==> src/hw/wasm_mem_params.svh <==
// Sizing constants for the WebAssembly linear memory
// Page geometry, bus widths and the grow failure code

`ifndef WASM_MEM_PARAMS_SVH
`define WASM_MEM_PARAMS_SVH

// Page size kept small so the backing array stays compact
`define WASM_PAGE_BYTES 256

// Physical page limit of the backing store
`define WASM_MAX_PAGES 4

`define WASM_MEM_BYTES (`WASM_PAGE_BYTES * `WASM_MAX_PAGES)

// Bus widths
`define WASM_ADDR_W 32
`define WASM_DATA_W 64

// Management widths, limit needs one extra bit to express 4 GB
`define WASM_PAGE_CNT_W 32
`define WASM_LIMIT_W 33

// memory.grow returns -1 on failure
`define WASM_GROW_FAIL 32'hFFFF_FFFF

`endif

==> src/hw/wasm_bus_pkg.sv <==
// Data bus types for the linear memory
// Address and data vectors, access size and load kind, request and response

`include "wasm_mem_params.svh"

package wasm_bus_pkg;

    typedef logic [`WASM_ADDR_W-1:0] addr_t;
    typedef logic [`WASM_DATA_W-1:0] data_t;

    // One enable bit per byte lane of data_t
    typedef logic [`WASM_DATA_W/8-1:0] byte_mask_t;

    // Store width
    typedef enum logic [1:0] {
        SIZE_1 = 2'd0,
        SIZE_2 = 2'd1,
        SIZE_4 = 2'd2,
        SIZE_8 = 2'd3
    } mem_size_e;

    // Load kind, selects width and extension
    typedef enum logic [2:0] {
        LOAD_I32   = 3'd0,
        LOAD_I64   = 3'd1,
        LOAD_I8_S  = 3'd2,
        LOAD_I8_U  = 3'd3,
        LOAD_I16_S = 3'd4,
        LOAD_I16_U = 3'd5,
        LOAD_I32_S = 3'd6,
        LOAD_I32_U = 3'd7
    } load_op_e;

    typedef struct packed {
        logic      valid;
        logic      write;
        addr_t     addr;
        data_t     wdata;
        mem_size_e size;
        load_op_e  op;
    } mem_req_t;

    typedef struct packed {
        data_t rdata;
        logic  rvalid;
        logic  error;
    } mem_resp_t;

endpackage

==> src/hw/wasm_load_extend.sv <==
// Load result formatting
// Keeps the low bytes selected by the load op and sign- or zero-extends them

module wasm_load_extend
    import wasm_bus_pkg::*;
(
    input  data_t    raw_i,
    input  load_op_e load_op_i,
    input  logic     load_ok_i,
    output data_t    rdata_o,
    output logic     rvalid_o
);

    data_t extended;

    always_comb begin
        case (load_op_i)
            LOAD_I64:   extended = raw_i;
            LOAD_I8_S:  extended = {{56{raw_i[7]}}, raw_i[7:0]};
            LOAD_I8_U:  extended = {56'd0, raw_i[7:0]};
            LOAD_I16_S: extended = {{48{raw_i[15]}}, raw_i[15:0]};
            LOAD_I16_U: extended = {48'd0, raw_i[15:0]};
            LOAD_I32_S: extended = {{32{raw_i[31]}}, raw_i[31:0]};
            // Plain i32 and i32 unsigned both zero-extend
            default:    extended = {32'd0, raw_i[31:0]};
        endcase
    end

    // Failed or absent loads return zero
    assign rdata_o  = load_ok_i ? extended : '0;
    assign rvalid_o = load_ok_i;

endmodule

==> config.mk <==
export PLATFORM = sky130hd
export DESIGN_NAME = wasm_load_extend
export DESIGN_NICKNAME = d
export VERILOG_FILES = /design/src/hw/wasm_bus_pkg.sv /design/src/hw/wasm_load_extend.sv
export VERILOG_INCLUDE_DIRS = /design/src /design/src/hw
export SDC_FILE = /design/constraint.sdc
export NUM_CORES = 1
export LEC_CHECK = 0
export BUFFER_PORTS_ARGS = -buffer_cell sky130_fd_sc_hd__buf_2
export CORE_ASPECT_RATIO = 1.5
export CORE_MARGIN = 5
export CORE_UTILIZATION = 25
export DETAILED_ROUTE_END_ITERATION = 8
export PLACE_DENSITY_LB_ADDON = 0.25
export SYNTH_ARGS = -nofsm -noshare
export SYNTH_HDL_FRONTEND = slang
export SYNTH_SLANG_ARGS = --single-unit
==> constraint.sdc <==
create_clock -name vclk -period 2.5
set_input_delay 0.75 -clock vclk [all_inputs]
set_output_delay 0.75 -clock vclk [all_outputs]
set_load 0.05 [all_outputs]
### Yosys cells after proc, flatten, opt, wreduce, memory -nomap -nowiden

Index checks and enable logic that the tools add are counted.

* flip-flop bits (word level): 0
* input bits: 68
* output and inout port bits: 65
* word-level logic and storage cells: 8

* equal/unequal tests: 6
* muxes and demuxes: 2

Operators by type and width (count)
* case mux 64 bit (6 select lines): 1
* 2-to-1 mux 64 bit: 1
* equality test 3 bit (second input constant): 3
* equality test 3 x 2 -> 1 bit (second input constant): 2
* equality test 3 x 1 -> 1 bit (second input constant): 1

### Longest topological paths before layout

* depth after elaboration: 3
* gate-level depth with buffers: 6
* mapped depth without buffers: 3

### Worst setup path after synthesis

Ideal clock, no wire load.

* path type: input port to output port
* start: in load_op_i[2]
* end: out rdata_o[22]
* data arrival time: 2305 ps
* required time: 1750 ps
* slack: -555 ps
* stages on the path: 5
* path through: buf_6 xnor2_1 buf_2 nand2_1 a21oi_1

* cells in the longest elaborated chain, start to end: 3

RTL lines
* start: declaration: RTL line wasm_load_extend.sv:8 `input load_op_e load_op_i,`
* equality test 3 bit, or another cell as far along: RTL line wasm_load_extend.sv:17 `case (load_op_i)`
* case mux 64 bit (6 select lines) *: RTL line wasm_load_extend.sv:17
* 2-to-1 mux 64 bit *: RTL line wasm_load_extend.sv:30 `assign rdata_o = load_ok_i ? extended : '0;`
* end: declaration: RTL line wasm_load_extend.sv:10 `output data_t rdata_o,`

Every way passes the cells marked *; elsewhere a longest branch is shown, timed or not.

### Worst setup path after layout

* start: in load_op_i[2]
* end: out rdata_o[37]

The elaborated chain is that of the path after synthesis.

==> impl_metrics.yaml <==
timing:
  hold_violations: 0
  period_needed_ns: 2.72
  rsz0062_at_grt: "true"
  timing.fmax_mhz: 368
  slew_headroom_pct: 72.5
  fin_crit_sh_pct: 109
  final.setup.worst_slack_ns: -0.216
  worstMarginPinSlew_ns: 0.413
  setup_viol: 41
  slew_viol_final: 0
logic_synthesis:
  netlist_instances: 112
  synth_area_leaders: "a21o_2 (28%), a21oi_1 (17%), a21o_1 (8.1%), nand2_1 (8.1%), and2_1 (6.8%)"
  yosys_warnings: 0
  postSynthNetCount: 180
  yosysTopAreaCell: "a21o_2"
  synth_area_um2: 739
  ys_types: 18
  seq_area_frac_synth_pct: 0
  synth.most_common_cell: "a21oi_1"
  syn_area_per_cell_um2: 6.60
  synth_top_cell_area_share_pct: 28.4
  synth_common_cells: "a21oi_1 (25), a21o_2 (24), nand2_1 (16), nor2_1 (9)"
setup_path:
  cp-end-kind: "output pin"
  cp.arrival_ns: 1.97
  worstSetupPathType: "input port to output pin"
  cp_data_required_time_ns: 1.75
  crit_path_start_kind: "input port"
  cp_max_fo: 14
placement:
  port_buffers: 133
  place.gp.congestion: 0.789
  place_hpwl_mm: 3.10
  placed_cell_area_um2: 1740
pwr:
  p_per_area_nw_per_um2: 288
  power_mw: 0.687
  p_leak_nw: 1.22
  vdd_drop_max_uv: 202
global_routing:
  grt_overflow_total: 0
  grt_antenna_before_repair: 0
  grt_pass1_wl_mm: 6.84
  grt_start_max_net_pins: 33
  first_global_vias: 1428
  gr-usage-all-layers_pct: 20.9
drt:
  drtAntennaViolNets: 0
  wl_per_cell_um: 16.1
  drc: 0
  viasPerCell: 4.79
  wl_met1_mm: 1.50
  drt_iter0_drc: 13
  drt_first_pass_iters: 4
  met3_length_um: 518
  vias: 1379
  top_layer: "met4"
  wirelength_mm: 4.64
  wl_met2_mm: 2.56
die:
  die_x_um: 54.4
  fp.coreArea_um2: 2880
  num_rows: 24
  top_level_ports: 133
  die_h_um: 76.6
  die_area_um2: 4170
  start_util_pct: 25.7
cells_and_area:
  diodes: 0
  final_cell_area_um2: 2380
  seq_area_um2: 0
  nFlopsAndLatches: 0
  nNetsFinal: 319
  fill_cells: 172
  clock_buffers: 0
  drive_gt1_share_pct: 85.9
  areaGrowthSynthToFinish_pct: 222
outcome:
  violations: "negative setup slack"
  status: "finished with violations"
min_path:
  min_path_type: "input port to output pin"
job:
  max-cap-violations: 0
critical path, cell delays in order:
cell and delay [ns]:
buf_8 0.11, mux2i_2 0.17, a2111oi_4 0.34, buf_4 0.19, buf_12 0.14, a21o_2 0.12, buf_8 0.14
layer usage:
metal	global-route usage [%]	up-vias
met5	0	-
met4	3.24	0
met3	7.24	6
met2	39.1	84
met1	21.1	624
li1	-	665
kinds of logic (layout without fill, tap and decap cells):
family,Yosys count,count (layout),share of synthesized area (%)
AO/OA/AOI/OAI,59,59,60.1
AND/OR/NAND/NOR,36,36,24.0
buffers and inverters,15,152,13.4
XOR/XNOR,1,1,1.18
multiplexers,1,1,1.35
power breakdown:
group | switching (mW) | internal (mW) | leakage, nW | total, mW
Combinational | 0.401 | 0.285 | 1.22 | 0.687
Clock | 0 | 0 | 0 | 0
Sequential | 0 | 0 | 0 | 0
cell type report:
cell class | count | area [µm²] | share of cell area, %
repair buffers | 151 | 1370 | 57.6
multi-input cells | 97 | 957 | 40.2
well taps | 39 | 48.8 | 2.05
inverters | 1 | 3.75 | 0.158
placed cells by master, fill, tap and decap left out:
| master | instances |
|---|---|
| a21oi_1 | 9 |
| nand2_1 | 16 |
| buf_8 | 35 |
| a21o_2 | 20 |
| buf_12 | 5 |
| nor2_1 | 1 |
| mux2i_2 | 1 |
| inv_2 | 1 |
| nor4b_4 | 1 |
| a31oi_4 | 1 |
| clkbuf_4 | 1 |
| nand2b_1 | 1 |
| clkbuf_16 | 1 |
| buf_4 | 15 |
| a21o_4 | 12 |
| a21oi_4 | 16 |
| xnor2_4 | 1 |
| buf_2 | 73 |
| a2111oi_4 | 1 |
| and2_1 | 8 |
| nor2_2 | 8 |
| and4bb_2 | 1 |
| buf_6 | 21 |
worst paths after layout:
| kind | end | cells after the start | from |
|---|---|---|---|
| worst max-delay path | rdata_o[37] | 7 | load_op_i[2] |
| worst min-delay path | rdata_o[35] | 3 | raw_i[35] |
what timing repair did:
| item | CTS | global route |
|---|---|---|
| hold buffers | 0 | 0 |
| setup endpoints to repair | 56 | 52 |
| pin swaps | 12 | 1 |
| cloned | 2 | 1 |
| gates resized for setup | 154 | 18 |
| endpoints found under the hold margin | 0 | 0 |
| setup buffers | 1 | 1 |
per-stage QoR:
stage	std cells	hold slack (ns)	utilization [%]	setup WS, ns	TNS [ns]
after floorplan	112	1.67	-	-0.149	-5.79
after global placement	283	1.90	60.3	-0.238	-9.85
after detailed placement	283	1.91	60.3	-0.305	-12.03
after CTS	286	1.82	80.0	-0.148	-4.66
after global routing	288	1.83	82.6	-0.256	-8.27
final	288	1.83	82.6	-0.216	-6.30
No activity file was read; power rests on OpenSTA's default activity.
