==> src/hw/wasm_mem_params.svh <==
// Sizing constants for the WebAssembly linear memory
// Page geometry, bus widths and the grow failure code

`ifndef WASM_MEM_PARAMS_SVH
`define WASM_MEM_PARAMS_SVH

// Page size kept small so the backing array stays compact
`define WASM_PAGE_BYTES 256

// Physical page limit of the backing store
`define WASM_MAX_PAGES 4

`define WASM_MEM_BYTES (`WASM_PAGE_BYTES * `WASM_MAX_PAGES)

// Bus widths
`define WASM_ADDR_W 32
`define WASM_DATA_W 64

// Management widths, limit needs one extra bit to express 4 GB
`define WASM_PAGE_CNT_W 32
`define WASM_LIMIT_W 33

// memory.grow returns -1 on failure
`define WASM_GROW_FAIL 32'hFFFF_FFFF

`endif

==> src/hw/wasm_bus_pkg.sv <==
// Data bus types for the linear memory
// Address and data vectors, access size and load kind, request and response

`include "wasm_mem_params.svh"

package wasm_bus_pkg;

    typedef logic [`WASM_ADDR_W-1:0] addr_t;
    typedef logic [`WASM_DATA_W-1:0] data_t;

    // One enable bit per byte lane of data_t
    typedef logic [`WASM_DATA_W/8-1:0] byte_mask_t;

    // Store width
    typedef enum logic [1:0] {
        SIZE_1 = 2'd0,
        SIZE_2 = 2'd1,
        SIZE_4 = 2'd2,
        SIZE_8 = 2'd3
    } mem_size_e;

    // Load kind, selects width and extension
    typedef enum logic [2:0] {
        LOAD_I32   = 3'd0,
        LOAD_I64   = 3'd1,
        LOAD_I8_S  = 3'd2,
        LOAD_I8_U  = 3'd3,
        LOAD_I16_S = 3'd4,
        LOAD_I16_U = 3'd5,
        LOAD_I32_S = 3'd6,
        LOAD_I32_U = 3'd7
    } load_op_e;

    typedef struct packed {
        logic      valid;
        logic      write;
        addr_t     addr;
        data_t     wdata;
        mem_size_e size;
        load_op_e  op;
    } mem_req_t;

    typedef struct packed {
        data_t rdata;
        logic  rvalid;
        logic  error;
    } mem_resp_t;

endpackage

==> src/hw/wasm_mgmt_pkg.sv <==
// Page management types for the linear memory
// Page count and byte limit vectors, management request and response

`include "wasm_mem_params.svh"

package wasm_mgmt_pkg;

    typedef logic [`WASM_PAGE_CNT_W-1:0] page_cnt_t;
    typedef logic [`WASM_LIMIT_W-1:0]    mem_limit_t;

    typedef struct packed {
        logic      init_valid;
        page_cnt_t init_pages;
        page_cnt_t init_max_pages;  // zero selects the physical limit
        logic      grow_valid;
        page_cnt_t grow_pages;
    } mgmt_req_t;

    typedef struct packed {
        page_cnt_t current_pages;
        page_cnt_t grow_result;
        logic      grow_done;
    } mgmt_resp_t;

endpackage

==> src/hw/wasm_mem_access.sv <==
// Access decode for the linear memory
// Width decode, bounds check against the declared size, byte mask, error

module wasm_mem_access
    import wasm_bus_pkg::*;
    import wasm_mgmt_pkg::*;
(
    input  mem_req_t   mem_req_i,
    input  mem_limit_t mem_limit_i,
    output logic       wr_en_o,
    output addr_t      addr_o,
    output data_t      wdata_o,
    output byte_mask_t byte_mask_o,
    output logic       load_ok_o,
    output load_op_e   load_op_o,
    output logic       error_o
);

    logic [3:0]  width;
    logic [3:0]  store_width;
    logic [3:0]  load_width;
    logic [33:0] end_addr;
    logic        in_bounds;

    // Store width and its lane mask
    always_comb begin
        case (mem_req_i.size)
            SIZE_1:  begin store_width = 4'd1; byte_mask_o = 8'h01; end
            SIZE_2:  begin store_width = 4'd2; byte_mask_o = 8'h03; end
            SIZE_4:  begin store_width = 4'd4; byte_mask_o = 8'h0F; end
            default: begin store_width = 4'd8; byte_mask_o = 8'hFF; end
        endcase
    end

    // Load width follows the op
    always_comb begin
        case (mem_req_i.op)
            LOAD_I8_S, LOAD_I8_U:   load_width = 4'd1;
            LOAD_I16_S, LOAD_I16_U: load_width = 4'd2;
            LOAD_I64:               load_width = 4'd8;
            default:                load_width = 4'd4;
        endcase
    end

    assign width = mem_req_i.write ? store_width : load_width;

    // Top bit flags a carry past 33 bits
    assign end_addr  = {2'b00, mem_req_i.addr} + {30'd0, width};
    assign in_bounds = !end_addr[33] && (end_addr[32:0] <= mem_limit_i);

    assign wr_en_o   = mem_req_i.valid && mem_req_i.write && in_bounds;
    assign load_ok_o = mem_req_i.valid && !mem_req_i.write && in_bounds;
    assign error_o   = mem_req_i.valid && !in_bounds;

    assign addr_o    = mem_req_i.addr;
    assign wdata_o   = mem_req_i.wdata;
    assign load_op_o = mem_req_i.op;

endmodule

==> config.mk <==
export PLATFORM = sky130hd
export DESIGN_NAME = wasm_mem_access
export DESIGN_NICKNAME = d
export VERILOG_FILES = /design/src/hw/wasm_bus_pkg.sv /design/src/hw/wasm_mgmt_pkg.sv /design/src/hw/wasm_mem_access.sv
export VERILOG_INCLUDE_DIRS = /design/src /design/src/hw
export SDC_FILE = /design/constraint.sdc
export NUM_CORES = 1
export LEC_CHECK = 0
export ABC_CLOCK_PERIOD_IN_PS = 6500
export BUFFER_PORTS_ARGS = -buffer_cell sky130_fd_sc_hd__buf_4
export CORE_AREA = 2 2 97 99
export DETAILED_ROUTE_END_ITERATION = 12
export DIE_AREA = 0 0 99 101
export GPL_ROUTABILITY_DRIVEN = 0
export SYNTH_ARGS = -nofsm -noshare
export SYNTH_HDL_FRONTEND = slang
export SYNTH_SLANG_ARGS = --single-unit
==> constraint.sdc <==
create_clock -name vclk -period 6.5
set_input_delay 0.975 -clock vclk [all_inputs]
set_output_delay 0.975 -clock vclk [all_outputs]
set_load 0.02 [all_outputs]
# ---- After elaboration in Yosys (flattened, before gate mapping)
# Index checks and enable logic that the tools add are counted.
dict set report word_totals {
  regBits 0
  in_bits 136
}
dict set report op_classes {
  n_addsub 1
  n_lt_le_gt_ge 1
  eq_ne 7
  n_mux 4
  reduce_logical 12
}
# op n
set op_table {}
lappend op_table {{adder 32 x 4 -> 33 bit} 1}
lappend op_table {{less-or-equal comparator 33 bit} 1}
lappend op_table {{one-hot mux 4 bit (3 select lines)} 2}
lappend op_table {{one-hot mux 8 bit (3 select lines)} 1}
lappend op_table {{== test 3 x 2 -> 1 bit, second input constant} 2}
lappend op_table {{== test 3 bit, second input constant} 2}
lappend op_table {{logical AND 1 bit} 6}
lappend op_table {{2-to-1 mux 4 bit} 1}
lappend op_table {{OR reduction 2 bit} 2}
lappend op_table {{== test 3 x 1 -> 1 bit, second input constant} 1}
lappend op_table {{== test 2 x 1 -> 1 bit, second input constant} 1}
lappend op_table {{== test 2 bit, second input constant} 1}
lappend op_table {{logical NOT 1 bit} 2}
lappend op_table {{logical NOT 2 bit} 1}
lappend op_table {{logical NOT 1 bit, first input constant} 1}

# ---- Logic depth before layout (Yosys ltp)
dict set report logic_depth {
  depth_word 9
  ltp_mapped 16
}

# ---- Worst setup path after synthesis
# Ideal clock, no wire load.
dict set report synth_path {
  path_type {in2out}
  startpoint {input mem_req_i[4] (netlist bit)}
  endpoint {output wr_en_o}
  arrival_ns 4.446
  t_required_ns 5.525
  slack_ns 1.079
  stages 16
  n_path_buf 0
  path_cell_list {or2_2 -> mux2i_1 -> ha_1 -> inv_1 -> fa_1 -> nor2b_1 -> o21a_1 -> o2111ai_4 -> nor3_1 -> xor2_1 -> ha_1 -> a21oi_1 -> o21ai_0 -> a221oi_1 -> o221ai_1 -> o31ai_1}
}
dict set report synth_via {
  elab_chain_cells 7
}
# element line_no
set synth_lines {}
lappend synth_lines {{from (decl)} wasm_mem_access.sv:8} ;# input mem_req_t mem_req_i,
lappend synth_lines {{== test 2 bit (tied with other cells)} wasm_mem_access.sv:27} ;# case (mem_req_i.size)
lappend synth_lines {{one-hot mux 4 bit (3 select lines) (*)} wasm_mem_access.sv:27}
lappend synth_lines {{2-to-1 mux 4 bit (*)} wasm_mem_access.sv:45} ;# assign width = mem_req_i.write ? store_width : load_width;
lappend synth_lines {{adder 32 x 4 -> 33 bit (*)} wasm_mem_access.sv:48} ;# assign end_addr = {2'b00, mem_req_i.addr} + {30'd0, width};
lappend synth_lines {{less-or-equal comparator 33 bit (*)} wasm_mem_access.sv:49} ;# assign in_bounds = !end_addr[33] && (end_addr[32:0] <= mem_limit_i);
lappend synth_lines {{logical AND 1 bit (*)} wasm_mem_access.sv:49}
lappend synth_lines {{logical AND 1 bit (*)} wasm_mem_access.sv:51} ;# assign wr_en_o = mem_req_i.valid && mem_req_i.write && in_bounds;
lappend synth_lines {{to (decl)} wasm_mem_access.sv:10} ;# output logic wr_en_o,
# Mark *: on every way between the ends. The rest lies on a longest branch, timed or not.

# ---- Worst setup path after layout
# Same ends and word-level chain as after synthesis.

==> results.toml <==
[finish]
seq_area_um2 = 0
syn_to_final_growth_pct = 8.87
nets = 539
most-common-layout-cells = "buf_4 (117), inv_1 (41), ha_1 (38), nand2_1 (23), a21oi_1 (17)"
fin_cells = 473
clockBufferCount = 0
n_antenna_cell = 0
layout-drive-gt1-share_pct = 34.0
layout_commonest_cell = "buf_4"
utilization_pct = 30.3
nFlopsAndLatches = 0
fillCellCount = 959

[logic_synthesis]
netlist_area_um2 = 2500
yosys.area.top_type_share_pct = 31.6
yosysTopAreaCell = "buf_4"
synth_seq_area_share_pct = 0
netlist_top_cells_area = "buf_4 (32%), ha_1 (19%), inv_1 (6.2%), xor2_1 (5.6%), xnor2_1 (4.6%)"
synthCells = 352
synth_nets = 527
postSynthAreaPerCell_um2 = 7.09
yosysWarnings = 0
synth_cell_types = 36

[timing]
max_freq_ghz = 0.173
period_share_pct = 89.1
hold_viol_final = 0
period_needed_ps = 5790
worst-slew-pin-transition_ps = 573
drv_slew = 0
rsz0062_at_grt = "false"
setup_viol = 0
setup_ws_ps = 707
slew_headroom_pct = 61.4
tns_ps = 0

[critical_path]
crit_path_max_fanout = 9
worstSetupPathType = "input port to output port"
setup.worst_path.end_class = "output port"
crit_arrival_ps = 4820
crit_required_ps = 5520
crit_start = "mem_req_i[4]"
cp-start-kind = "input port"

[floorplanning]
start_util_pct = 27.8
io_pins = 246
die_w_um = 99
die_y_um = 101
rows = 35
core_area_um2 = 8980
die-area_um2 = 10000

[global_routing]
gr-total-overflow = 0
grt_pass1_vias = 2056
grt_pass1_wl_mm = 9.25
grt_max_degree = 11
antenna_found_initial = 0
grt.total_usage_pct = 10.8

[routing]
drt-initial-drc-count = 55
drt_first_pass_iters = 4
drc = 0
route.vias.total = 2110
post_drt_wl_per_cell_um = 12.1
vias_per_cell = 4.46
routed_wl_mm = 5.70
drtAntennaViolNets = 0

[hold_path]
min_path_type = "input port to output port"
worstHoldStart = "mem_req_i[5]"

[place]
hpwl_mm = 5.09
dp_slack_ps = 627
numPlacedInstances = 473
io_buffers = 117

[outcome]
status = "finished clean"

[clock_tree]
cts_setup_buffers = 0
ctsHoldBuffers = 0
ctsResizeCount = 0

[power]
total_leakage_power_nw = 1.42
p_per_area_nw_per_um2 = 64.1
ir_drop_mv = 0.0224
total_power_mw = 0.174

[run]
drv_cap = 0
==> Yosys cell counts, types with 3 or more instances <==
cell / number
and4_1: 5
buf_4: 105
o21a_1: 3
xor2_1: 16
ha_1: 38
xnor2_1: 13
inv_1: 41
and3_1: 4
nor3_1: 9
a21oi_1: 17
nand2_1: 23
nand2b_1: 4
o21ai_0: 10
nand3_1: 9
nor2_1: 15
nor2b_1: 4
nand4_1: 9
==> routing by layer <==
layer / track usage (%) / up-vias / part of all wire, %
met4: 1.90 / 0 / 1.6
met1: 14.3 / 921 / 44
met2: 18.9 / 87 / 48
li1: - / 1088 / -
met5: 0 / - / 0
met3: 1.39 / 14 / 6.8
==> path summary, 6_finish.rpt <==
path	end	slack [ps]	depth (start not counted)
max	wr_en_o	710	18
min	wdata_o[0]	1950	0
==> kinds of logic after synthesis <==
family,share of synthesized area (%)
buf+inv,38.0
mux,0.401
other cells,0.150
simple gates,20.1
compound gates,11.3
fa+ha+maj,19.8
xor+xnor,10.2
==> layout make-up <==
cell class	count	area [µm²]	area share (%)
repair buffers	117	878	32.3
inverters	41	154	5.66
multi-input cells	204	1550	56.9
well taps	111	139	5.11
==> power by group <==
group / switching, mW / internal [mW] / leakage, nW / total (mW)
clock network: 0 / 0 / 0 / 0
registers: 0 / 0 / 0 / 0
logic: 0.0891 / 0.0850 / 1.42 / 0.174
==> metrics by stage <==
stage	area [µm²]	hold WS (ps)
floorplan	2500	2060
detailed placement	2720	1950
CTS	2720	1950
global route	2720	1950
finish	2720	1950
global placement	2720	1950
==> worst max-delay path: stages <==
cell and delay (ps):
buf_4 130, or2_2 310, mux2i_1 150, ha_1 200, inv_1 60, fa_1 390
nor2b_1 130, o21a_1 220, o2111ai_4 230, nor3_1 290, xor2_1 180, ha_1 270
a21oi_1 150, o21ai_0 90, a221oi_1 270, o221ai_1 270, o31ai_1 320, buf_4 190
Note: power is estimated with default switching activity, not from simulation.
