==> src/hw/wasm_mem_params.svh <==
// Sizing constants for the WebAssembly linear memory
// Page geometry, bus widths and the grow failure code

`ifndef WASM_MEM_PARAMS_SVH
`define WASM_MEM_PARAMS_SVH

// Page size kept small so the backing array stays compact
`define WASM_PAGE_BYTES 256

// Physical page limit of the backing store
`define WASM_MAX_PAGES 4

`define WASM_MEM_BYTES (`WASM_PAGE_BYTES * `WASM_MAX_PAGES)

// Bus widths
`define WASM_ADDR_W 32
`define WASM_DATA_W 64

// Management widths, limit needs one extra bit to express 4 GB
`define WASM_PAGE_CNT_W 32
`define WASM_LIMIT_W 33

// memory.grow returns -1 on failure
`define WASM_GROW_FAIL 32'hFFFF_FFFF

`endif

==> src/hw/wasm_mgmt_pkg.sv <==
// Page management types for the linear memory
// Page count and byte limit vectors, management request and response

`include "wasm_mem_params.svh"

package wasm_mgmt_pkg;

    typedef logic [`WASM_PAGE_CNT_W-1:0] page_cnt_t;
    typedef logic [`WASM_LIMIT_W-1:0]    mem_limit_t;

    typedef struct packed {
        logic      init_valid;
        page_cnt_t init_pages;
        page_cnt_t init_max_pages;  // zero selects the physical limit
        logic      grow_valid;
        page_cnt_t grow_pages;
    } mgmt_req_t;

    typedef struct packed {
        page_cnt_t current_pages;
        page_cnt_t grow_result;
        logic      grow_done;
    } mgmt_resp_t;

endpackage

==> src/hw/wasm_page_ctrl.sv <==
// Page bookkeeping for the linear memory
// Current and declared maximum page count, memory.grow handling, byte limit

`include "wasm_mem_params.svh"

module wasm_page_ctrl
    import wasm_mgmt_pkg::*;
(
    input  logic       clk,
    input  logic       rst_n,
    input  mgmt_req_t  mgmt_req_i,
    output mgmt_resp_t mgmt_resp_o,
    output mem_limit_t mem_limit_o
);

    page_cnt_t         num_pages_q;
    page_cnt_t         max_pages_q;
    page_cnt_t         grow_result_q;
    logic              grow_done_q;
    logic [`WASM_PAGE_CNT_W:0] grow_sum;
    logic              grow_ok;
    page_cnt_t         init_max;

    // One extra bit so a huge grow request cannot wrap into range
    assign grow_sum = {1'b0, num_pages_q} + {1'b0, mgmt_req_i.grow_pages};
    assign grow_ok  = (grow_sum <= {1'b0, max_pages_q}) &&
                      (grow_sum <= (`WASM_PAGE_CNT_W+1)'(`WASM_MAX_PAGES));

    assign init_max = (mgmt_req_i.init_max_pages != '0) ? mgmt_req_i.init_max_pages
                                                         : page_cnt_t'(`WASM_MAX_PAGES);

    always_ff @(posedge clk or negedge rst_n) begin
        if (!rst_n) begin
            num_pages_q   <= '0;
            max_pages_q   <= page_cnt_t'(`WASM_MAX_PAGES);
            grow_result_q <= '0;
            grow_done_q   <= 1'b0;
        end else begin
            grow_done_q <= mgmt_req_i.grow_valid;

            if (mgmt_req_i.init_valid) begin
                num_pages_q <= mgmt_req_i.init_pages;
                max_pages_q <= init_max;
            end

            // Grow sees the old count and overrides a same-cycle init
            if (mgmt_req_i.grow_valid) begin
                if (grow_ok) begin
                    grow_result_q <= num_pages_q;
                    num_pages_q   <= grow_sum[`WASM_PAGE_CNT_W-1:0];
                end else begin
                    grow_result_q <= `WASM_GROW_FAIL;
                end
            end
        end
    end

    assign mgmt_resp_o.current_pages = num_pages_q;
    assign mgmt_resp_o.grow_result   = grow_result_q;
    assign mgmt_resp_o.grow_done     = grow_done_q;

    // Declared size in bytes
    assign mem_limit_o = mem_limit_t'(num_pages_q) * mem_limit_t'(`WASM_PAGE_BYTES);

endmodule

==> config.mk <==
export PLATFORM = sky130hd
export DESIGN_NAME = wasm_page_ctrl
export DESIGN_NICKNAME = d
export VERILOG_FILES = /design/src/hw/wasm_mgmt_pkg.sv /design/src/hw/wasm_page_ctrl.sv
export VERILOG_INCLUDE_DIRS = /design/src /design/src/hw
export SDC_FILE = /design/constraint.sdc
export NUM_CORES = 1
export LEC_CHECK = 0
export ABC_AREA = 1
export ABC_CLOCK_PERIOD_IN_PS = 5100
export BUFFER_PORTS_ARGS = -buffer_cell sky130_fd_sc_hd__buf_2
export CORE_MARGIN = 10
export CORE_UTILIZATION = 50
export CTS_CLUSTER_DIAMETER = 120
export DETAILED_ROUTE_END_ITERATION = 10
export PLACE_DENSITY = 0.75
export SLEW_MARGIN = 20
export SYNTH_ARGS = -nofsm -noshare
export SYNTH_HDL_FRONTEND = slang
export SYNTH_SLANG_ARGS = --single-unit
==> constraint.sdc <==
create_clock -name clk -period 5.1 [get_ports clk]
set_clock_uncertainty 0.1 [all_clocks]
set_input_delay 0.51 -clock clk [delete_from_list [all_inputs] [get_ports clk]]
set_output_delay 0.51 -clock clk [all_outputs]
set_load 0.02 [all_outputs]
## Yosys cells after proc, flatten, opt, wreduce, memory -nomap -nowiden

Index checks and enable logic that the tools add are counted.

| word-level totals | value |
|---|---|
| flip-flop bits (word level) | 97 |
| input bits | 100 |

| operators by class | value |
|---|---|
| $lt $le $gt $ge | 2 |
| multiplexer cells | 5 |
| reductions and logical operators | 2 |
| add/sub/neg operators | 1 |

Operator list:

| operator | number |
|---|---|
| $mux 32 | 5 |
| $add 32x32->33 | 1 |
| $le 33x3->1 const B | 1 |
| $le 33x32->1 | 1 |
| $reduce_bool 32->1 | 1 |
| $logic_and 1x1->1 | 1 |

## Depth between registers and ports, before layout

Gate-level depths: netlist (run 1).

| logic depth | value |
|---|---|
| depth in word-level cells | 5 |
| mapped depth | 34 |
| depth with buffers taken out | 32 |

## Worst setup path after synthesis (run 1)

Ideal clock, no wire load.

| timing | value |
|---|---|
| path kind | flip-flop to flip-flop |
| from | register num_pages_q[0] |
| to | register num_pages_q[21] |
| slack | 1234 ps |
| clock period less this slack | 3866 ps |
| arrival | 3645 ps |
| cell stages (with the launch flop) | 25 |
| setup time | 121 ps |
| cells stage by stage | dfrtp_1 ha_1 inv_1 fa_1 inv_1 nand3_1 nand2_1 nand2_1 nand2_2 nand2_1 nand2_1 nand2_1 nand2_1 inv_2 ha_1 nand2_1 nor3_1 nand3_1 or3b_2 nand2_1 inv_1 nor2_1 buf_4 buf_6 nor2_2 |

| on the way | value |
|---|---|
| cells in the longest elaborated chain, start to end | 5 |
| elaborated cells on any way between the ends | 6 |
| those cells by class | add/sub (1); order compare (2); mux (2); reduce/logical (1) |

Ends and longest elaborated chain:

| what | line | RTL |
|---|---|---|
| from (decl) | wasm_page_ctrl.sv:16 | `page_cnt_t num_pages_q;` |
| from (signal assigned) | wasm_page_ctrl.sv:42 | `num_pages_q <= mgmt_req_i.init_pages;` |
| from (signal assigned) | wasm_page_ctrl.sv:50 | `` num_pages_q <= grow_sum[`WASM_PAGE_CNT_W-1:0]; `` |
| $add 32x32->33 (*) | wasm_page_ctrl.sv:25 | `assign grow_sum = {1'b0, num_pages_q} + {1'b0, mgmt_req_i.grow_pages};` |
| $le 33x32->1 / $le 33x3->1 (equally long branches) | wasm_page_ctrl.sv:26, wasm_page_ctrl.sv:27 |  |
| $logic_and 1x1->1 | wasm_page_ctrl.sv:26 | `assign grow_ok = (grow_sum <= {1'b0, max_pages_q}) &&` |
| $mux 32 (*) | wasm_page_ctrl.sv:48 | `if (grow_ok) begin` |
| $mux 32 (*) | wasm_page_ctrl.sv:47 | `if (mgmt_req_i.grow_valid) begin` |

Mark *: on every way between the ends. The rest lies on a longest branch, timed or not.
A chain may end at the register's enable or synchronous reset.

## Worst setup path in the final report (run 1)

| timing | value |
|---|---|
| from | register num_pages_q[0] |
| to | register num_pages_q[10] |

Same word-level chain as after synthesis.

==> results.yml, run 1 <==
status:
  status: "completed"
logic_synthesis:
  netlist.top_cell.by_area: "dfrtp_1"
  syn-cell-area_um2: 8180
  synthArstFlopShare_pct: 100
  synthCells: 1181
  synth_top_cell_area_share_pct: 29.4
  synth.distinct_cells: 39
  ys_warn_count: 0
  ys_seq_elements: 97
  synth_area_leaders: "dfrtp_1, nand2_1, ha_1"
  ys_seq_area_share_pct: 29.7
  ys.flop_type: "dfrtp_1"
  synth-edff-count: 0
  avgSynthCellArea_um2: 6.93
floorplan:
  fp.dieW_um: 148
  initial_core_util_pct: 51.3
  rows: 46
  die_y_um: 148
  core_area_um2: 15900
  io_pins: 198
  die-area_um2: 21900
layout:
  drive_gt1_share_pct: 23.2
  final_cell_mix: "nand2_1, buf_2, inv_1"
  post-route-util_pct: 59.1
  num-nets-final: 1501
  layout-area-overhead-vs-synth_pct: 15.2
  final_common_cell: "nand2_1"
  diodes: 0
global_route:
  grt_pass1_wl_um: 39500
  antenna_found_initial: 0
  grt_pass1_vias: 7498
  grt_max_degree: 98
  track_usage_pct: 22.3
  gr-total-overflow: 0
pwr:
  leakagePower_nw: 5.06
  combinationalPowerShare_pct: 39.6
  ir_worst_vdd_mv: 0.160
  internal_power_mw: 1.61
  power.total_mw: 2.72
  power.density_nw_per_um2: 289
  seqPwrFrac_pct: 32.2
  power.switching_mw: 1.11
  switching_share_pct: 40.8
  power_frac_clock_pct: 28.3
route:
  drt-initial-drc-count: 714
  wl_per_cell_um: 16.0
  ant_nets: 0
  drc: 0
  vias: 7934
  totalWireLength_um: 24900
  first_pass_iters: 5
  via_per_inst: 5.10
timing:
  rsz0062_at_grt: "false"
  fmax_mhz: 221
  tightest_slew_ns: 1.03
  hold_viol: 0
  drv_slew: 0
  setup_tns_ns: 0
  setup_violations: 0
  finalCriticalPeriod_ns: 4.52
  slew_headroom_pct: 31.1
  finalCritPeriodShare_pct: 88.6
clock_tree:
  cts_buffer_depth: 2
  cts_tree: "done"
  path_clk_slew_ns: 0.07
  clk_latency_ns: 0.36
  cts_made_buffers: 9
  cts_sinks: 97
  ctsHoldBuffers: 0
  cts_root_buffer: "clkbuf_16"
  htree_levels: 3
  ctsResizeCount: 0
  cts_setup_buffers: 0
min_path:
  hold_path.class: "input port to asynchronous set/reset pin"
critical_path:
  required_ns: 5.24
  critPathSlowestCell: "or3b_2"
  critPathKind: "register to register"
  slowest_delay_ns: 0.45
  path_cells: "ha_1 -> inv_1 -> fa_1 -> inv_1 -> nand3_1 -> nand2_1 -> nand2_1 -> nand2_2 -> nand2_1 -> nand2_1 -> nand2_1 -> nand2_1 -> inv_2 -> ha_1 -> nand2_1 -> nor3_1 -> nand3_1 -> or3b_2 -> nand2_1 -> inv_1 -> nor2_2 -> buf_12 -> nor2_1"
  path_delay_family: "simple AND/OR/NAND/NOR gates"
  worstPathMaxFanout: 24
  cp-start-kind: "register"
  critPathMostFrequentCell: "nand2_1"
  worstPathArrival_ns: 4.66
  cp_num_buf_inv: 5
  end_kind: "register"
placed_design:
  detailed_place_hpwl_um: 20700
  portBuffers: 189
  routabilityCongestion: 0.989
flow_run:
  drv_cap: 0
-- worst reg2reg max path, cell delays in order, from the launching register on --
cell	delay, ns
dfrtp_1	0.42
ha_1	0.25
inv_1	0.08
fa_1	0.37
inv_1	0.12
nand3_1	0.10
nand2_1	0.19
nand2_1	0.12
nand2_2	0.09
nand2_1	0.07
nand2_1	0.08
nand2_1	0.07
nand2_1	0.09
inv_2	0.04
ha_1	0.28
nand2_1	0.08
nor3_1	0.31
nand3_1	0.10
or3b_2	0.45
nand2_1	0.21
inv_1	0.08
nor2_2	0.39
buf_12	0.24
nor2_1	0.09
-- logic make-up (layout without fill, tap and decap cells) --
logic type                 after synthesis  after routing  share of synthesized area (%)
AOI/OAI and AO/OA                       90             90                           5.82
adders and majority gates               65             65                           10.0
buffers and inverters                  231            384                           12.8
DFF                                     97             97                           29.7
muxes                                   29             29                           3.55
other                                    1              8                         0.0458
and+or+nand+nor                        668            668                           38.0
-- synthesized netlist by cell type, types with 12 or more instances --
master	n
nand2_1	328
inv_1	165
nor2_1	158
dfrtp_1	96
ha_1	64
nand3_1	45
o21ai_0	44
a21oi_1	35
buf_4	35
mux2i_1	29
nand2_2	28
nor2_4	28
nor2_2	21
nand4_1	20
clkbuf_1	15
nand3b_1	12
-- final timing paths --
path                              startpoint                 to  slack [ns]  depth (start not counted)
max                           num_pages_q[0]    num_pages_q[10]        0.58                         23
min reg2reg                grow_result_q[27]  grow_result_q[27]        0.40                          2
max in group asynchronous              rst_n    num_pages_q[31]        3.78                          2
min                                    rst_n     max_pages_q[4]        0.03                          1
min in group clk              mgmt_req_i[54]    max_pages_q[21]        0.27                          3
max reg2reg                   num_pages_q[0]    num_pages_q[10]        0.58                         23
-- power groups by stage --
stage / sequential, mW / clock (mW) / combinational (mW)
CTS: 0.875 / 0.778 / 1.07
finish: 0.875 / 0.769 / 1.08
floorplan: 0.906 / 0 / 0.733
detailed placement: 0.889 / 0 / 1.06
global placement: 0.887 / 0 / 1.05
global route: 0.882 / 0.814 / 1.21
-- per-layer routing --
metal  track usage [%]  share of wire (%)
met1              31.5                 46
met2              33.7                 43
met3              5.28                9.6
met4              5.15                1.5
met5                 0                  0
-- stage by stage --
step	worst slack, ns	hold slack, ns	cell area [µm²]	std cells
2_1_floorplan	1.23	0.114	8210	1188
3_3_place_gp	0.540	0.380	9090	1541
3_5_place_dp	0.490	0.388	9090	1541
4_1_cts	0.626	0.0569	9430	1557
5_1_grt	0.137	0.0735	9430	1557
6_report	0.581	0.0281	9430	1557
-- flip-flops by register name (all words and copies together), names as in the netlist --
name / count
max_pages_q: 32
grow_result_q: 32
grow_done_q: 1
num_pages_q: 32
-- cell type report --
cell class	instances	area, µm²
clock buffers	9	225
clock inverters	7	113
fillers	1567	6510
inverters	176	661
multi-input cells	860	4730
flip-flops and latches	97	2430
well taps	216	270
repair buffers	192	998
Power figures use the tool's default switching activity.
==> run 2, diff against run 1 <==
Settings changed: CELL_PAD_IN_SITES_DETAIL_PLACEMENT set to 1, CELL_PAD_IN_SITES_GLOBAL_PLACEMENT set to 1, CORE_UTILIZATION 50 to 39, PLACE_DENSITY 0.75 to not set, PLACE_DENSITY_LB_ADDON set to 0.1, RECOVER_POWER set to 25.
==> results.yml, run 2 (synthesis results as in run 1) <==
route:
  wl_per_cell_um: 16.4
  vias: 7932
  ant_nets: 0
  drt-initial-drc-count: 278
  via_per_inst: 4.91
  totalWireLength_um: 26500
  first_pass_iters: 4
  drc: 0
timing:
  finalCritPeriodShare_pct: 88.0
  hold_viol: 0
  rsz0062_at_grt: "false"
  fmax_mhz: 223
  drv_slew: 163
  whs_ns: 0.275
  setup_tns_ns: 0
  finalCriticalPeriod_ns: 4.49
  setup_violations: 0
  slew_headroom_pct: -131
  tightest_slew_ns: 3.47
pwr:
  leakagePower_nw: 5.02
  power_frac_clock_pct: 26.9
  combinationalPowerShare_pct: 40.3
  ir_worst_vdd_mv: 0.137
  seqPwrFrac_pct: 32.7
  power.switching_mw: 1.09
  switching_share_pct: 40.9
  internal_power_mw: 1.57
  power.density_nw_per_um2: 281
floorplan:
  die-area_um2: 27200
  fp.dieW_um: 165
  core_area_um2: 20400
  io_pins: 198
  rows: 52
  initial_core_util_pct: 40.1
  die_y_um: 165
clock_tree:
  cts_setup_buffers: 0
  cts_sinks: 97
  ctsHoldBuffers: 0
  cts_buffer_depth: 2
  cts_made_buffers: 9
  ctsResizeCount: 0
  path_clk_slew_ns: 0.07
  clk_latency_ns: 0.36
  htree_levels: 3
  cts_root_buffer: "clkbuf_16"
  cts_tree: "done"
min_path:
  hold_path.class: "input port to register"
layout:
  drive_gt1_share_pct: 23.0
  final_common_cell: "nand2_1"
  layout-area-overhead-vs-synth_pct: 15.5
  final_cell_mix: "nand2_1, buf_2, inv_1"
  diodes: 0
  fillers: 2771
  fin_cells: 1614
  num-nets-final: 1504
  largestRegisters: "grow_result_q: 32 flops, max_pages_q: 32 flops, num_pages_q: 32 flops"
critical_path:
  r2r_cells: 23
  path_delay_family: "simple AND/OR/NAND/NOR gates"
  required_ns: 5.22
  end_kind: "register"
  cp_num_buf_inv: 5
  critPathSlowestCell: "or3b_2"
  crit_end: "num_pages_q[14]"
  ff2ff_setup_slack_ns: 0.61
  cp-startpoint: "num_pages_q[0]"
  worstPathMaxFanout: 29
  critPathMostFrequentCell: "nand2_1"
  r2r-start: "num_pages_q[0]"
  worst-path-stages: 23
  critPathKind: "register to register"
  slowest_delay_ns: 0.45
  worstPathArrival_ns: 4.61
  path_cells: "ha_1 -> inv_1 -> fa_1 -> inv_1 -> nand3_1 -> nand2_1 -> nand2_1 -> nand2_2 -> nand2_1 -> nand2_1 -> nand2_1 -> nand2_1 -> inv_2 -> ha_1 -> nand2_1 -> nor3_1 -> nand3_1 -> or3b_2 -> nand2_1 -> inv_1 -> nor2_4 -> buf_4 -> nor2_1"
  cp-start-kind: "register"
  r2r-end: "num_pages_q[14]"
placed_design:
  dp.cells: 1598
  detailed_place_hpwl_um: 22200
  routabilityCongestion: 0.884
  portBuffers: 189
global_route:
  gr-total-overflow: 0
  track_usage_pct: 19.7
  grt_pass1_wl_um: 43000
  antenna_found_initial: 2
  grt_max_degree: 81
  grt_pass1_vias: 8463
status:
  violations: "max-capacitance violations, max-slew violations"
  status: "finished with violations"
flow_run:
  drv_cap: 3
## run 2: cell types whose count changed in the layout (fill, tap and decap cells not counted), moves of 2 or more
cell        previous run  this run
buf_12                 2         0
clkinvlp_4             1         3
buf_4                  3         5
clkbuf_1               0         5
## run 2: through the flow
| step | setup WS, ns | instance area [µm²] | total power, mW | utilization, % |
|---|---|---|---|---|
| global route | 0.155 | 9450 | 2.86 | 46.3 |
| finish | 0.613 | 9450 | 2.66 | 46.3 |
| detailed placement | 0.447 | 9160 | 1.96 | 44.8 |
| floorplan | 1.23 | 8210 | 1.64 | - |
| CTS | 0.584 | 9460 | 2.69 | 46.3 |
| global placement | 0.595 | 9160 | 1.93 | 44.8 |
## run 2: how the worst min path moves through the flow
stage / startpoint / to / slack, ns / cells after the start
final: mgmt_req_i[41] / max_pages_q[8] / 0.28 / 3
after global routing: mgmt_req_i[37] / max_pages_q[4] / 0.30 / 3
after CTS: rst_n / grow_done_q / 0.08 / 1
after detailed placement: grow_result_q[21] / grow_result_q[21] / 0.39 / 2
after global placement: max_pages_q[0] / max_pages_q[0] / 0.37 / 2
after floorplan: rst_n / grow_done_q / 0.11 / 0
## run 2: cell type report
type                    count  area, µm²  share of cell area, %
clock buffers              12        246                   2.61
clock inverters             4       52.6                  0.556
well taps                 270        338                   3.58
multi-input cells         860       4740                   50.1
inverters                 176        661                   6.99
repair buffers            195        985                   10.4
flip-flops and latches     97       2430                   25.7
## run 2: layer usage
metal / global-route usage, % / routed length (µm) / up-vias
li1: - / - / 3973
met1: 24.5 / 11900 / 3799
met2: 34.2 / 12900 / 145
met3: 4.31 / 1490 / 13
met4: 4.11 / 204 / 2
met5: 0 / 13 / -
## run 2: worst reg2reg max path, stage by stage (launching register included)
cell and delay, ns:
dfrtp_1 0.43, ha_1 0.30, inv_1 0.08, fa_1 0.39
inv_1 0.12, nand3_1 0.10, nand2_1 0.15, nand2_1 0.10
nand2_2 0.10, nand2_1 0.07, nand2_1 0.07, nand2_1 0.05
nand2_1 0.10, inv_2 0.06, ha_1 0.29, nand2_1 0.09
nor3_1 0.26, nand3_1 0.11, or3b_2 0.45, nand2_1 0.20
inv_1 0.11, nor2_4 0.10, buf_4 0.39, nor2_1 0.13
## run 2: power groups by stage
stage                     Sequential [mW]  Clock [mW]  Combinational (mW)
after floorplan                     0.906           0               0.733
after global placement              0.883           0                1.05
after detailed placement            0.886           0                1.08
after CTS                           0.871       0.731                1.08
after global routing                0.879       0.759                1.23
final                               0.870       0.716                1.07
